<file path="src/hdl/m6502_defines.svh">
//----------------------------------------
// Fixed constants of the 6502 subset core.
// Include in any file that needs the reset
// vector, status bit positions or opcode
// field positions.
//----------------------------------------
`ifndef M6502_DEFINES_SVH
`define M6502_DEFINES_SVH

// First opcode address after reset
`define M6502_RESET_PC  16'h0200

// Status register bit positions
`define M6502_FLAG_N    7
`define M6502_FLAG_V    6
`define M6502_FLAG_Z    1
`define M6502_FLAG_C    0

// Opcode layout aaabbbcc
`define M6502_OP_MSB    7
`define M6502_OP_LSB    5
`define M6502_MODE_MSB  4
`define M6502_MODE_LSB  2
`define M6502_GROUP_MSB 1

`endif
</file>
<file path="src/hdl/m6502_pkg.sv">
//----------------------------------------
// Shared types of the 6502 subset core.
// Imported by the ALU, the address
// generator, the control FSM and the top.
//----------------------------------------
package m6502_pkg;

  // One data byte or register value
  typedef logic [7:0]  byte_t;
  // Memory address or program counter
  typedef logic [15:0] addr_t;
  // Status byte, N V Z C at their 6502 positions
  typedef logic [7:0]  flags_t;

  typedef enum logic [3:0] {
    ALU_OR,
    ALU_AND,
    ALU_EOR,
    ALU_ADC,
    ALU_SBC,
    ALU_CMP,
    ALU_PASS,
    ALU_INC,
    ALU_DEC,
    ALU_ASL,
    ALU_LSR,
    ALU_ROL,
    ALU_ROR
  } alu_op_e;

  typedef enum logic [2:0] {
    AM_ZP,
    AM_ZP_X,
    AM_ABS,
    AM_ABS_X,
    AM_ABS_Y,
    AM_REL
  } addr_mode_e;

  // Each _0/_1 pair is address cycle then data cycle
  typedef enum logic [3:0] {
    ST_RESET,
    ST_FETCH_OP_0,
    ST_FETCH_OP_1,
    ST_DECODE,
    ST_FETCH_LO_0,
    ST_FETCH_LO_1,
    ST_FETCH_HI_0,
    ST_FETCH_HI_1,
    ST_READ_0,
    ST_READ_1,
    ST_EXECUTE,
    ST_STORE,
    ST_HALTED,
    ST_ERROR
  } cpu_state_e;

endpackage

</file>
<file path="src/hdl/m6502_top.sv">
//----------------------------------------
// Top level of the 6502 subset core.
// Connects control, ALU and address
// generator; the byte-wide memory bus and
// the stop flags are the only ports.
//----------------------------------------
`timescale 1ns/10ps

module m6502_top
  import m6502_pkg::*;
(
  input  logic  raw_clk,
  input  logic  button_reset,
  output addr_t mem_address,
  output byte_t mem_wdata,
  output logic  mem_write,
  input  byte_t mem_rdata,
  output logic  cpu_halted,
  output logic  cpu_error
);

  alu_op_e    alu_op;
  byte_t      alu_a;
  byte_t      alu_b;
  logic       carry_in;
  byte_t      alu_result;
  flags_t     alu_flags;
  addr_mode_e addr_mode;
  byte_t      operand_lo;
  byte_t      operand_hi;
  byte_t      index_x;
  byte_t      index_y;
  addr_t      pc;
  addr_t      eff_address;
  addr_t      branch_target;

  m6502_control u_control (
    .raw_clk       (raw_clk),
    .button_reset  (button_reset),
    .mem_address   (mem_address),
    .mem_wdata     (mem_wdata),
    .mem_write     (mem_write),
    .mem_rdata     (mem_rdata),
    .alu_op        (alu_op),
    .alu_a         (alu_a),
    .alu_b         (alu_b),
    .carry_in      (carry_in),
    .alu_result    (alu_result),
    .alu_flags     (alu_flags),
    .addr_mode     (addr_mode),
    .operand_lo    (operand_lo),
    .operand_hi    (operand_hi),
    .index_x       (index_x),
    .index_y       (index_y),
    .pc            (pc),
    .eff_address   (eff_address),
    .branch_target (branch_target),
    .cpu_halted    (cpu_halted),
    .cpu_error     (cpu_error)
  );

  m6502_alu u_alu (
    .alu_op     (alu_op),
    .alu_a      (alu_a),
    .alu_b      (alu_b),
    .carry_in   (carry_in),
    .alu_result (alu_result),
    .alu_flags  (alu_flags)
  );

  // Address and branch target settle in the same cycle as the ALU
  m6502_addr_gen u_addr_gen (
    .addr_mode     (addr_mode),
    .operand_lo    (operand_lo),
    .operand_hi    (operand_hi),
    .index_x       (index_x),
    .index_y       (index_y),
    .pc            (pc),
    .eff_address   (eff_address),
    .branch_target (branch_target)
  );

endmodule

</file>
<file path="src/hdl/m6502_control.sv">
//----------------------------------------
// Fetch, decode and execute FSM of the
// 6502 subset core. Holds PC, A, X, Y and
// the status byte, drives the memory bus
// and steers the ALU and address generator.
//----------------------------------------
`timescale 1ns/10ps
`include "m6502_defines.svh"

module m6502_control
  import m6502_pkg::*;
(
  input  logic       raw_clk,
  input  logic       button_reset,
  output addr_t      mem_address,
  output byte_t      mem_wdata,
  output logic       mem_write,
  input  byte_t      mem_rdata,
  output alu_op_e    alu_op,
  output byte_t      alu_a,
  output byte_t      alu_b,
  output logic       carry_in,
  input  byte_t      alu_result,
  input  flags_t     alu_flags,
  output addr_mode_e addr_mode,
  output byte_t      operand_lo,
  output byte_t      operand_hi,
  output byte_t      index_x,
  output byte_t      index_y,
  output addr_t      pc,
  input  addr_t      eff_address,
  input  addr_t      branch_target,
  output logic       cpu_halted,
  output logic       cpu_error
);

  cpu_state_e state;
  cpu_state_e operand_next;
  byte_t      reg_a;
  byte_t      reg_x;
  byte_t      reg_y;
  flags_t     status;
  byte_t      opcode;
  byte_t      data_reg;
  logic [2:0] op_aaa;
  logic [2:0] op_bbb;
  logic [1:0] op_cc;
  logic       ldst_x;
  logic [1:0] n_bytes;
  logic       legal;
  logic       needs_read;
  logic       is_store;
  logic       is_brk;
  logic       is_jmp;
  logic       is_bne;
  logic       is_carry_op;
  logic       wr_a;
  logic       wr_x;
  logic       wr_y;
  logic       wr_flags;

  assign op_aaa = opcode[`M6502_OP_MSB:`M6502_OP_LSB];
  assign op_bbb = opcode[`M6502_MODE_MSB:`M6502_MODE_LSB];
  assign op_cc  = opcode[`M6502_GROUP_MSB:0];
  // LDX/STX live in group 10, LDY/STY in group 00
  assign ldst_x = op_cc[1];

  // Instruction decode, stable for the whole instruction
  always_comb
  begin
    addr_mode = AM_ZP;
    n_bytes = 2'd0;
    legal = 1'b1;
    needs_read = 1'b0;
    is_store = 1'b0;
    is_brk = 1'b0;
    is_jmp = 1'b0;
    is_bne = 1'b0;
    is_carry_op = 1'b0;
    wr_a = 1'b0;
    wr_x = 1'b0;
    wr_y = 1'b0;
    wr_flags = 1'b0;
    alu_op = ALU_PASS;
    alu_a = reg_a;
    alu_b = data_reg;
    mem_wdata = reg_a;
    if (op_cc == 2'b01)
    begin
      // Accumulator group; the indirect modes are not supported
      case (op_bbb)
        3'b001:  addr_mode = AM_ZP;
        3'b010:  addr_mode = AM_ZP;
        3'b011:  addr_mode = AM_ABS;
        3'b101:  addr_mode = AM_ZP_X;
        3'b110:  addr_mode = AM_ABS_Y;
        3'b111:  addr_mode = AM_ABS_X;
        default: legal = 1'b0;
      endcase
      n_bytes = (op_bbb[1] && (op_bbb[0] || op_bbb[2])) ? 2'd2 : 2'd1;
      case (op_aaa)
        3'b000:  alu_op = ALU_OR;
        3'b001:  alu_op = ALU_AND;
        3'b010:  alu_op = ALU_EOR;
        3'b011:  alu_op = ALU_ADC;
        3'b110:  alu_op = ALU_CMP;
        3'b111:  alu_op = ALU_SBC;
        default: alu_op = ALU_PASS;
      endcase
      if (op_aaa == 3'b100)
      begin
        is_store = 1'b1;
        if (op_bbb == 3'b010)
          legal = 1'b0;
      end
      else
      begin
        needs_read = (op_bbb != 3'b010);
        wr_flags = 1'b1;
        // CMP only touches flags
        wr_a = (op_aaa != 3'b110);
      end
    end
    else if (op_cc != 2'b11 && op_aaa[2:1] == 2'b10 && (op_bbb == 3'b000 || op_bbb[0]))
    begin
      // LDX, LDY, STX, STY
      n_bytes = op_bbb[1] ? 2'd2 : 2'd1;
      case (op_bbb)
        3'b000:  addr_mode = AM_ZP;
        3'b001:  addr_mode = AM_ZP;
        3'b011:  addr_mode = AM_ABS;
        3'b101:  addr_mode = AM_ZP_X;
        default: addr_mode = ldst_x ? AM_ABS_Y : AM_ABS_X;
      endcase
      // No zero page Y in this core
      if (ldst_x && op_bbb == 3'b101)
        legal = 1'b0;
      if (op_aaa[0])
      begin
        needs_read = (op_bbb != 3'b000);
        wr_flags = 1'b1;
        wr_x = ldst_x;
        wr_y = !ldst_x;
      end
      else
      begin
        is_store = 1'b1;
        mem_wdata = ldst_x ? reg_x : reg_y;
        if (op_bbb == 3'b000 || op_bbb == 3'b111)
          legal = 1'b0;
      end
    end
    else
    begin
      // Single-byte and control-flow opcodes
      case (opcode)
        8'h00: is_brk = 1'b1;
        8'h18, 8'h38: is_carry_op = 1'b1;
        8'h4C:
        begin
          addr_mode = AM_ABS;
          n_bytes = 2'd2;
          is_jmp = 1'b1;
        end
        8'hD0:
        begin
          addr_mode = AM_REL;
          n_bytes = 2'd1;
          is_bne = 1'b1;
        end
        8'hE8, 8'hCA:
        begin
          alu_a = reg_x;
          alu_op = (opcode == 8'hE8) ? ALU_INC : ALU_DEC;
          wr_x = 1'b1;
          wr_flags = 1'b1;
        end
        8'hC8, 8'h88:
        begin
          alu_a = reg_y;
          alu_op = (opcode == 8'hC8) ? ALU_INC : ALU_DEC;
          wr_y = 1'b1;
          wr_flags = 1'b1;
        end
        8'hAA, 8'hA8:
        begin
          alu_b = reg_a;
          wr_x = (opcode == 8'hAA);
          wr_y = (opcode == 8'hA8);
          wr_flags = 1'b1;
        end
        8'h8A, 8'h98:
        begin
          alu_b = (opcode == 8'h8A) ? reg_x : reg_y;
          wr_a = 1'b1;
          wr_flags = 1'b1;
        end
        8'h0A, 8'h2A, 8'h4A, 8'h6A:
        begin
          case (opcode[6:5])
            2'b00:   alu_op = ALU_ASL;
            2'b01:   alu_op = ALU_ROL;
            2'b10:   alu_op = ALU_LSR;
            default: alu_op = ALU_ROR;
          endcase
          wr_a = 1'b1;
          wr_flags = 1'b1;
        end
        // cc = 11 and every unsupported opcode stop here
        default: legal = 1'b0;
      endcase
    end
  end

  // Where to go once all operand bytes are in
  assign operand_next = needs_read ? ST_READ_0 : (is_store ? ST_STORE : ST_EXECUTE);

  assign carry_in = status[`M6502_FLAG_C];
  assign index_x = reg_x;
  assign index_y = reg_y;
  assign mem_address = (state == ST_READ_0 || state == ST_STORE) ? eff_address : pc;
  assign mem_write = (state == ST_STORE);
  assign cpu_halted = (state == ST_HALTED);
  assign cpu_error = (state == ST_ERROR);

  always_ff @(posedge raw_clk)
  begin
    if (!button_reset)
    begin
      state <= ST_RESET;
      pc <= `M6502_RESET_PC;
      reg_a <= '0;
      reg_x <= '0;
      reg_y <= '0;
      status <= '0;
    end
    else
    begin
      case (state)
        ST_RESET:      state <= ST_FETCH_OP_0;
        ST_FETCH_OP_0: state <= ST_FETCH_OP_1;
        ST_FETCH_OP_1:
        begin
          opcode <= mem_rdata;
          pc <= pc + 16'd1;
          state <= ST_DECODE;
        end
        ST_DECODE:
          if (!legal)
            state <= ST_ERROR;
          else if (is_brk)
            state <= ST_HALTED;
          else if (n_bytes != 2'd0)
            state <= ST_FETCH_LO_0;
          else
            state <= ST_EXECUTE;
        ST_FETCH_LO_0: state <= ST_FETCH_LO_1;
        ST_FETCH_LO_1:
        begin
          // Immediate operands go straight to the data register
          operand_lo <= mem_rdata;
          data_reg <= mem_rdata;
          pc <= pc + 16'd1;
          state <= (n_bytes == 2'd2) ? ST_FETCH_HI_0 : operand_next;
        end
        ST_FETCH_HI_0: state <= ST_FETCH_HI_1;
        ST_FETCH_HI_1:
        begin
          operand_hi <= mem_rdata;
          pc <= pc + 16'd1;
          state <= operand_next;
        end
        ST_READ_0:     state <= ST_READ_1;
        ST_READ_1:
        begin
          data_reg <= mem_rdata;
          state <= ST_EXECUTE;
        end
        ST_EXECUTE:
        begin
          if (wr_a)
            reg_a <= alu_result;
          if (wr_x)
            reg_x <= alu_result;
          if (wr_y)
            reg_y <= alu_result;
          if (wr_flags)
          begin
            status[`M6502_FLAG_N] <= alu_flags[`M6502_FLAG_N];
            status[`M6502_FLAG_Z] <= alu_flags[`M6502_FLAG_Z];
            status[`M6502_FLAG_C] <= alu_flags[`M6502_FLAG_C];
            if (alu_op == ALU_ADC || alu_op == ALU_SBC)
              status[`M6502_FLAG_V] <= alu_flags[`M6502_FLAG_V];
          end
          // CLC is 18, SEC is 38
          if (is_carry_op)
            status[`M6502_FLAG_C] <= op_aaa[0];
          if (is_jmp)
            pc <= eff_address;
          else if (is_bne && !status[`M6502_FLAG_Z])
            pc <= branch_target;
          state <= ST_FETCH_OP_0;
        end
        ST_STORE:      state <= ST_FETCH_OP_0;
        ST_HALTED:     state <= ST_HALTED;
        ST_ERROR:      state <= ST_ERROR;
        default:       state <= ST_ERROR;
      endcase
    end
  end

  // A stopped core stays stopped and never writes again
  assert property (@(posedge raw_clk) disable iff (!button_reset)
    (cpu_halted || cpu_error) |=> $stable({cpu_halted, cpu_error}) && !mem_write)
    else $error("control: bus write or exit after stop");

  // Stores are single-cycle pulses
  assert property (@(posedge raw_clk) disable iff (!button_reset)
    mem_write |=> !mem_write)
    else $error("control: mem_write high for two cycles");

endmodule

</file>
<file path="src/hdl/m6502_addr_gen.sv">
//----------------------------------------
// Effective address and branch target
// generator. Purely combinational; fed by
// the control FSM with operand bytes,
// index registers and the current PC.
//----------------------------------------
`timescale 1ns/10ps

module m6502_addr_gen
  import m6502_pkg::*;
(
  input  addr_mode_e addr_mode,
  input  byte_t      operand_lo,
  input  byte_t      operand_hi,
  input  byte_t      index_x,
  input  byte_t      index_y,
  input  addr_t      pc,
  output addr_t      eff_address,
  output addr_t      branch_target
);

  addr_t abs_base;
  byte_t zp_x;

  assign abs_base = {operand_hi, operand_lo};

  // 8-bit sum, so zero page X never leaves page zero
  assign zp_x = operand_lo + index_x;

  // PC already points past the offset byte
  assign branch_target = pc + {{8{operand_lo[7]}}, operand_lo};

  always_comb
  begin
    case (addr_mode)
      AM_ZP:    eff_address = {8'h00, operand_lo};
      AM_ZP_X:  eff_address = {8'h00, zp_x};
      AM_ABS:   eff_address = abs_base;
      AM_ABS_X: eff_address = abs_base + {8'h00, index_x};
      AM_ABS_Y: eff_address = abs_base + {8'h00, index_y};
      AM_REL:   eff_address = branch_target;
      default:  eff_address = abs_base;
    endcase
  end

endmodule

</file>
<file path="src/hdl/m6502_alu.sv">
//----------------------------------------
// Combinational ALU of the 6502 core.
// Control selects the operation and the
// operands; result and flags come back in
// the same cycle.
//----------------------------------------
`timescale 1ns/10ps
`include "m6502_defines.svh"

module m6502_alu
  import m6502_pkg::*;
(
  input  alu_op_e alu_op,
  input  byte_t   alu_a,
  input  byte_t   alu_b,
  input  logic    carry_in,
  output byte_t   alu_result,
  output flags_t  alu_flags
);

  byte_t      b_in;
  logic       sum_cin;
  logic [8:0] sum;
  logic       overflow;
  logic       carry_out;

  // ADC, SBC and CMP share one adder
  always_comb
  begin
    b_in = alu_b;
    sum_cin = carry_in;
    if (alu_op == ALU_SBC || alu_op == ALU_CMP)
      b_in = ~alu_b;
    // Compare ignores the borrow
    if (alu_op == ALU_CMP)
      sum_cin = 1'b1;
    sum = {1'b0, alu_a} + {1'b0, b_in} + {8'h00, sum_cin};
  end

  // Signed overflow when both inputs agree in sign and the sum does not
  assign overflow = (alu_a[7] == b_in[7]) && (sum[7] != alu_a[7]);

  always_comb
  begin
    alu_result = alu_a;
    carry_out = carry_in;
    case (alu_op)
      ALU_OR:   alu_result = alu_a | alu_b;
      ALU_AND:  alu_result = alu_a & alu_b;
      ALU_EOR:  alu_result = alu_a ^ alu_b;
      ALU_ADC, ALU_SBC, ALU_CMP:
      begin
        alu_result = sum[7:0];
        carry_out = sum[8];
      end
      ALU_PASS: alu_result = alu_b;
      ALU_INC:  alu_result = alu_a + 8'd1;
      ALU_DEC:  alu_result = alu_a - 8'd1;
      ALU_ASL:
      begin
        alu_result = {alu_a[6:0], 1'b0};
        carry_out = alu_a[7];
      end
      ALU_LSR:
      begin
        alu_result = {1'b0, alu_a[7:1]};
        carry_out = alu_a[0];
      end
      ALU_ROL:
      begin
        alu_result = {alu_a[6:0], carry_in};
        carry_out = alu_a[7];
      end
      ALU_ROR:
      begin
        alu_result = {carry_in, alu_a[7:1]};
        carry_out = alu_a[0];
      end
      default:  alu_result = alu_a;
    endcase
    alu_flags = '0;
    alu_flags[`M6502_FLAG_N] = alu_result[7];
    alu_flags[`M6502_FLAG_Z] = ~|alu_result;
    alu_flags[`M6502_FLAG_C] = carry_out;
    alu_flags[`M6502_FLAG_V] = overflow && (alu_op == ALU_ADC || alu_op == ALU_SBC);
  end

endmodule

</file>
<file path="config.mk">
export PLATFORM = sky130hd
export DESIGN_NAME = m6502_top
export DESIGN_NICKNAME = d
export VERILOG_FILES = /design/src/hdl/m6502_pkg.sv /design/src/hdl/m6502_top.sv /design/src/hdl/m6502_control.sv /design/src/hdl/m6502_addr_gen.sv /design/src/hdl/m6502_alu.sv
export VERILOG_INCLUDE_DIRS = /design/src /design/src/hdl
export SDC_FILE = /design/constraint.sdc
export NUM_CORES = 1
export LEC_CHECK = 0
export ABC_AREA = 1
export BUFFER_PORTS_ARGS = -buffer_cell sky130_fd_sc_hd__buf_2
export CAP_MARGIN = 15
export CORE_ASPECT_RATIO = 1.1
export CORE_MARGIN = 10
export CORE_UTILIZATION = 53
export CTS_CLUSTER_SIZE = 24
export DETAILED_ROUTE_END_ITERATION = 8
export PLACE_DENSITY_LB_ADDON = 0.15
export SYNTH_ARGS = -nofsm -noshare
export SYNTH_HDL_FRONTEND = slang
export SYNTH_SLANG_ARGS = --single-unit
</file>
<file path="constraint.sdc">
create_clock -name raw_clk -period 7.1 [get_ports raw_clk]
set_clock_uncertainty 0.1 [all_clocks]
set_input_delay 0.71 -clock raw_clk [delete_from_list [all_inputs] [get_ports raw_clk]]
set_output_delay 0.71 -clock raw_clk [all_outputs]
set_load 0.03 [all_outputs]
</file>
==> flow_summary_export.csv, run 1 <==
group,metric,value,unit
clock_network,insertion_delay,0.35,ns
sta,tns,0,ns
clock_network,clockBufferDepth,2,
clock_network,numClockSinks,78,
worst_setup_path,crit_type,"flip-flop to output port",
finish,largest-register,"u_control.pc",
synth,ys_warn_count,0,
worst_setup_path,rr_startpoint,"u_control.opcode[5]$_DFFE_PP_",
route,ant_nets,0,
finish,final_common_cell,"nand2_1",
synth,yosys_register_bits,78,
min_path,worstHoldEndpoint,"u_control.status[1]$_SDFFE_PN0P_",
global_route,gr-total-overflow,0,
global_route,track_usage,25.5,%
place,hpwl,22000,um
floorplanning,ios,37,
clock_network,clkTransAtPathRegs,0.07,ns
finish,fill_cells,1591,
place,numPortBuffers,36,
clock_network,tritoncts,"built",
synth,ys_seq_area_share,22.2,%
worst_setup_path,reg2regPathDepth,26,
floorplanning,start_util,54.0,%
worst_setup_path,r2r_slack,1.84,ns
pwr,p_leak,0.00423,uW
sta,min_period,6.15,ns
synth,syn_inst,1308,
finish,antenna_cells,0,
clock_network,cts_max_level,3,
finish,syn2layout_area_growth,7.26,%
finish,post-route-util,57.9,%
min_path,worstHoldPathCells,2,
finish,fin_cells,1536,
sta,finalSetupViolations,0,
synth,avgSynthCellArea,6.47,um^2
worst_setup_path,crit_fanout,17,
synth,netlist_area,8460,um^2
sta,worst_pin_slew,1.03,ns
worst_setup_path,crit_required,6.29,ns
clock_network,cts_setup_buffers,0,
clock_network,cts_made_buffers,9,
place,dp_cells,1520,
floorplanning,die_x,140,um
clock_network,cts_resized,0,
finish,largest_reg_flops,16,
worst_setup_path,cp_data_arrival_time,5.34,ns
route,wl_per_cell,18.4,um
floorplanning,die_y,153,um
worst_setup_path,cp-start-kind,"flip-flop",
pwr,p_per_area,161,nW/um^2
sta,slew_viol_final,0,
clock_network,root_buffer,"clkbuf_16",
route,via_per_inst,5.92,
floorplanning,core-area,15700,um^2
global_route,grt_max_degree,43,
min_path,min_from,"u_control.status[1]$_SDFFE_PN0P_",
sta,max-slew-margin-rel,31.4,%
global_route,grt_pass1_vias,8613,
sta,max_freq,0.163,GHz
place,gp_congestion,1.02,
synth,syn-num-nets,1389,
route,drt_pre_antenna_iters,5,
global_route,grt_pass1_wl,44700,um
finish,layout_common_cells,"nand2_1 (319), inv_1 (144), nor2_1 (113)",
worst_setup_path,r2r_end,"u_control.status[1]$_SDFFE_PN0P_",
synth,async_flop_share,0,%
route,via_count,9091,
min_path,hp-class,"flip-flop to flip-flop",
finish,layout.nets,1412,
route,drtIter0Drc,778,
global_route,antenna_found_initial,0,
pwr,vdd_drop_max,0.000108,V
synth,synthFlopType,"dfxtp_1",
sta,fin_crit_sh,86.7,%
sta,rsz0062_at_grt,"false",
floorplanning,die_area,21400,um^2
clock_network,ctsHoldBuffers,0,
sta,hold_violations,0,
synth,synth_cell_type_count,55,
finish,drive_gt1_share,10.0,%
job,maxCapViolations,0,
route,drc_errors,0,
synth,synth_edf_count,32,
run_status,status,"finished clean",
worst_setup_path,crit_path_end_kind,"output port",
route,drt-total-wl,28300,um
floorplanning,num_rows,48,
-- worst max-delay path, stage by stage, from the launching register on --
cell and delay (ns):
edfxtp_1 0.72, nor2_2 0.19, inv_1 0.37, o21ai_0 0.13, a21oi_1 0.29, nand2_1 0.14, nor2_2 0.37, inv_2 0.11
o21ai_0 0.17, ha_1 0.20, inv_1 0.06, fa_1 0.38, nand3b_1 0.19, nand3_1 0.10, nand4_1 0.08, o211ai_1 0.11
nand2_1 0.10, nor2_1 0.19, nand2_1 0.14, o21ai_0 0.22, o211ai_1 0.14, o221ai_1 0.16, nand2_1 0.07, o21ai_0 0.10
buf_2 0.23
-- where the power goes --
group	switching (uW)	internal [uW]	total, uW
Clock	204	278	482
Combinational	306	143	448
Sequential	37.4	493	531
-- cell families (layout without fill, tap and decap cells) --
kind of cell	after synthesis	count (layout)	share of synthesized area, %
flip-flops	78	78	22.2
multiplexers	4	4	0.532
buffers and inverters	197	225	9.36
XOR/XNOR	33	33	3.42
adder cells (fa/ha/maj)	71	71	11.0
AO/OA/AOI/OAI	283	283	19.3
AND/OR/NAND/NOR	642	642	34.2
-- cells in the mapped netlist (3+ instances only) --
| cell | instances | area (um^2) |
|---|---|---|
| a211oi_1 | 5 | 37.5 |
| a21boi_0 | 3 | 22.5 |
| a21o_1 | 4 | 30.0 |
| a21oi_1 | 98 | 490 |
| a221oi_1 | 8 | 70.1 |
| a22oi_1 | 3 | 22.5 |
| a31oi_1 | 7 | 43.8 |
| buf_1 | 3 | 11.3 |
| buf_2 | 4 | 20.0 |
| buf_4 | 6 | 45.0 |
| buf_6 | 3 | 33.8 |
| clkbuf_1 | 16 | 60.1 |
| dfxtp_1 | 46 | 921 |
| edfxtp_1 | 32 | 961 |
| fa_1 | 6 | 120 |
| ha_1 | 65 | 813 |
| inv_1 | 144 | 541 |
| inv_2 | 19 | 71.3 |
| mux2_2 | 4 | 45.0 |
| nand2_1 | 319 | 1200 |
| nand2_2 | 14 | 87.6 |
| nand2_4 | 4 | 45.0 |
| nand3_1 | 91 | 455 |
| nand3_2 | 3 | 30.0 |
| nand3b_1 | 9 | 67.6 |
| nand4_1 | 35 | 219 |
| nor2_1 | 113 | 424 |
| nor2_2 | 9 | 56.3 |
| nor2_4 | 5 | 56.3 |
| nor3_1 | 19 | 95.1 |
| o2111ai_1 | 3 | 26.3 |
| o211ai_1 | 21 | 158 |
| o21a_1 | 4 | 30.0 |
| o21ai_0 | 103 | 515 |
| o21ai_1 | 3 | 15.0 |
| o21bai_1 | 3 | 22.5 |
| o22ai_1 | 5 | 31.3 |
| o31ai_1 | 3 | 22.5 |
| or2_1 | 7 | 43.8 |
| or2_2 | 9 | 56.3 |
| xnor2_1 | 8 | 70.1 |
| xor2_1 | 25 | 219 |
-- worst max-delay path by stage --
stage,startpoint,endpoint,slack (ns),cells after the start
floorplan,u_control.opcode[5]$_DFFE_PP_,mem_address[12],2.38,27
global placement,u_control.opcode[1]$_DFFE_PP_,mem_address[12],1.64,24
detailed placement,u_control.opcode[1]$_DFFE_PP_,mem_address[12],1.48,24
CTS,u_control.opcode[1]$_DFFE_PP_,mem_address[12],1.07,24
global route,u_control.opcode[1]$_DFFE_PP_,mem_address[12],0.52,24
finish,u_control.opcode[1]$_DFFE_PP_,mem_address[12],0.95,24
-- cell type report --
cell class                 instances  area [um^2]  share of cell area [%]
multi-input combinational       1033         5790                    63.8
sequential                        78         1880                    20.7
clock buffer                      11          236                    2.61
tap                              200          250                    2.76
timing repair buffer              44          240                    2.65
clock inverter                     5         57.6                   0.634
inverter                         165          622                    6.85
-- stage by stage --
stage          cell area, um^2  power, uW  setup WS (ns)  hold slack, ns
6_report                  9070       1460          0.947           0.372
3_5_place_dp              8780        982           1.48           0.358
4_1_cts                   9070       1460           1.07           0.370
5_1_grt                   9070       1540          0.523           0.431
3_3_place_gp              8780        979           1.64           0.357
2_1_floorplan             8460        866           2.38           0.341
-- per-layer routing --
metal  share of wire [%]  track usage [%]  wire, um
met5                   0                0         0
met2                  49             44.8     13900
met3                 5.2             3.80      1460
met4                 5.1             12.8      1430
met1                  41             29.2     11500
Power figures use the tool's default switching activity.
==> run 2: changes to the inputs <==
==> constraint.sdc (replaced) <==
create_clock -name raw_clk -period 7.1 [get_ports raw_clk]
set_clock_uncertainty 0.1 [all_clocks]
set_input_delay 0.71 -clock raw_clk [delete_from_list [all_inputs] [get_ports raw_clk]]
set_output_delay 0.71 -clock raw_clk [all_outputs]
set_load 0.1 [all_outputs]
==> run 2 against run 1 <==
  * Global-route usage fell by 0.12 points
  * Critical path depth did not move
  * Fmax fell by 1.8%
==> flow_summary_export.csv, run 2 (same netlist as run 1, synthesis figures left out) <==
group,metric,value,unit
run_status,status,"finished clean",
pwr,p_per_area,178,nW/um^2
clock_network,cts_max_level,3,
global_route,antenna_found_initial,0,
job,maxCapViolations,0,
finish,antenna_cells,0,
place,hpwl,22100,um
clock_network,cts_setup_buffers,0,
clock_network,cts_resized,0,
floorplanning,ios,37,
sta,max-slew-margin-rel,29.9,%
sta,hold_violations,0,
global_route,grt_pass1_vias,8562,
worst_setup_path,crit_fanout,17,
route,drtIter0Drc,952,
finish,final_common_cell,"nand2_1",
finish,layout_common_cells,"nand2_1 (319), inv_1 (144), nor2_1 (113)",
clock_network,ctsHoldBuffers,0,
finish,drive_gt1_share,10.0,%
clock_network,clkTransAtPathRegs,0.06,ns
sta,min_period,6.26,ns
finish,fin_cells,1536,
worst_setup_path,crit_path_cell_trace,"nor2_2 > inv_1 > o21ai_0 > a21oi_1 > nand2_1 > nor2_2 > inv_2 > o21ai_0 > ha_1 > inv_1 > fa_1 > nand3b_1 > nand3_1 > nand4_1 > o211ai_1 > nand2_1 > nor2_1 > nand2_1 > o21ai_0 > o211ai_1 > o221ai_1 > nand2_1 > o21ai_0 > buf_2",
worst_setup_path,crit_type,"flip-flop to output port",
sta,rsz0062_at_grt,"false",
floorplanning,die_y,153,um
floorplanning,num_rows,48,
sta,max_freq,0.160,GHz
sta,finalSetupViolations,0,
sta,tns,0,ns
route,drt_pre_antenna_iters,6,
place,placedInstanceArea,8780,um^2
finish,syn2layout_area_growth,7.81,%
place,gp_congestion,0.993,
worst_setup_path,crit_path_end_kind,"output port",
global_route,gr-total-overflow,0,
clock_network,insertion_delay,0.35,ns
min_path,hp-class,"flip-flop to flip-flop",
floorplanning,die_area,21400,um^2
floorplanning,core-area,15700,um^2
floorplanning,die_x,140,um
route,ant_nets,0,
clock_network,root_buffer,"clkbuf_16",
global_route,track_usage,25.4,%
pwr,p_leak,0.00425,uW
route,via_count,9032,
clock_network,clockBufferDepth,2,
finish,largest_reg_flops,16,
worst_setup_path,crit_buf_inv,4,
sta,slew_viol_final,0,
clock_network,cts_made_buffers,9,
route,drt-total-wl,28100,um
finish,largest-register,"u_control.pc",
clock_network,numClockSinks,78,
finish,design_area,9120,um^2
route,via_per_inst,5.88,
global_route,grt_max_degree,43,
route,wl_per_cell,18.3,um
clock_network,tritoncts,"built",
worst_setup_path,cp_top_family,"simple AND/OR/NAND/NOR gates",
sta,fin_crit_sh,88.2,%
worst_setup_path,cpMaxStageDelayCell,"edfxtp_1",
place,numPortBuffers,36,
worst_setup_path,crit_required,6.29,ns
finish,layout.nets,1412,
pwr,vdd_drop_max,0.000157,V
worst_setup_path,slowest_delay,0.70,ns
floorplanning,start_util,54.0,%
place,dp_cells,1520,
sta,worst_pin_slew,1.05,ns
worst_setup_path,cp-start-kind,"flip-flop",
worst_setup_path,cp_data_arrival_time,5.45,ns
global_route,grt_pass1_wl,44500,um
route,drc_errors,0,
## run 2: cell type report
class	count	area, um^2
fillers	1603	6550
clock buffers	13	293
flip-flops and latches	78	1880
well taps	200	250
repair buffers	44	240
inverters	165	622
multi-input cells	1033	5790
clock inverters	3	47.5
## run 2: metal layers
metal  track usage (%)  wire [um]  vias to the layer above  part of all wire (%)
li1                  -          -                     4464                     -
met1              29.8      11700                     4158                    42
met2              43.2      13700                      318                    49
met3              2.84       1310                       92                   4.7
met4              15.1       1430                        0                   5.1
met5                 0          0                        -                     0
## run 2: path summary, 6_finish.rpt
kind	to	slack, ns	from	cells past startpoint
max	mem_address[12]	0.84	u_control.opcode[1]$_DFFE_PP_	24
min	u_control.status[1]$_SDFFE_PN0P_	0.37	u_control.status[1]$_SDFFE_PN0P_	2
max reg2reg	u_control.status[1]$_SDFFE_PN0P_	1.83	u_control.opcode[5]$_DFFE_PP_	26
min reg2reg	u_control.status[1]$_SDFFE_PN0P_	0.37	u_control.status[1]$_SDFFE_PN0P_	2
## run 2: worst reg2reg max path: cells and delay by family (launching register included)
| kind | cells | cell delay [ns] |
|---|---|---|
| flops | 1 | 0.60 |
| compound gates | 3 | 0.57 |
| xor+xnor | 1 | 0.28 |
| simple gates | 15 | 2.42 |
| fa+ha+maj | 3 | 0.90 |
| buf+inv | 4 | 0.35 |
## run 2: stage by stage
| stage | hold slack [ns] | total power [uW] | utilization [%] | setup WS, ns |
|---|---|---|---|---|
| after CTS | 0.369 | 1620 | 58.2 | 0.862 |
| after detailed placement | 0.358 | 1100 | 56.0 | 1.26 |
| after global routing | 0.415 | 1700 | 58.2 | 0.187 |
| after global placement | 0.357 | 1090 | 56.0 | 1.42 |
| final | 0.372 | 1630 | 58.2 | 0.835 |
| after floorplan | 0.341 | 979 | - | 1.70 |
## run 2: power by group
group	switching, uW	internal [uW]	leakage, uW	total (uW)
Sequential	37.7	493	0.000662	531
Combinational	420	142	0.00342	563
Clock	207	327	0.000166	534
Total	666	962	0.00425	1630
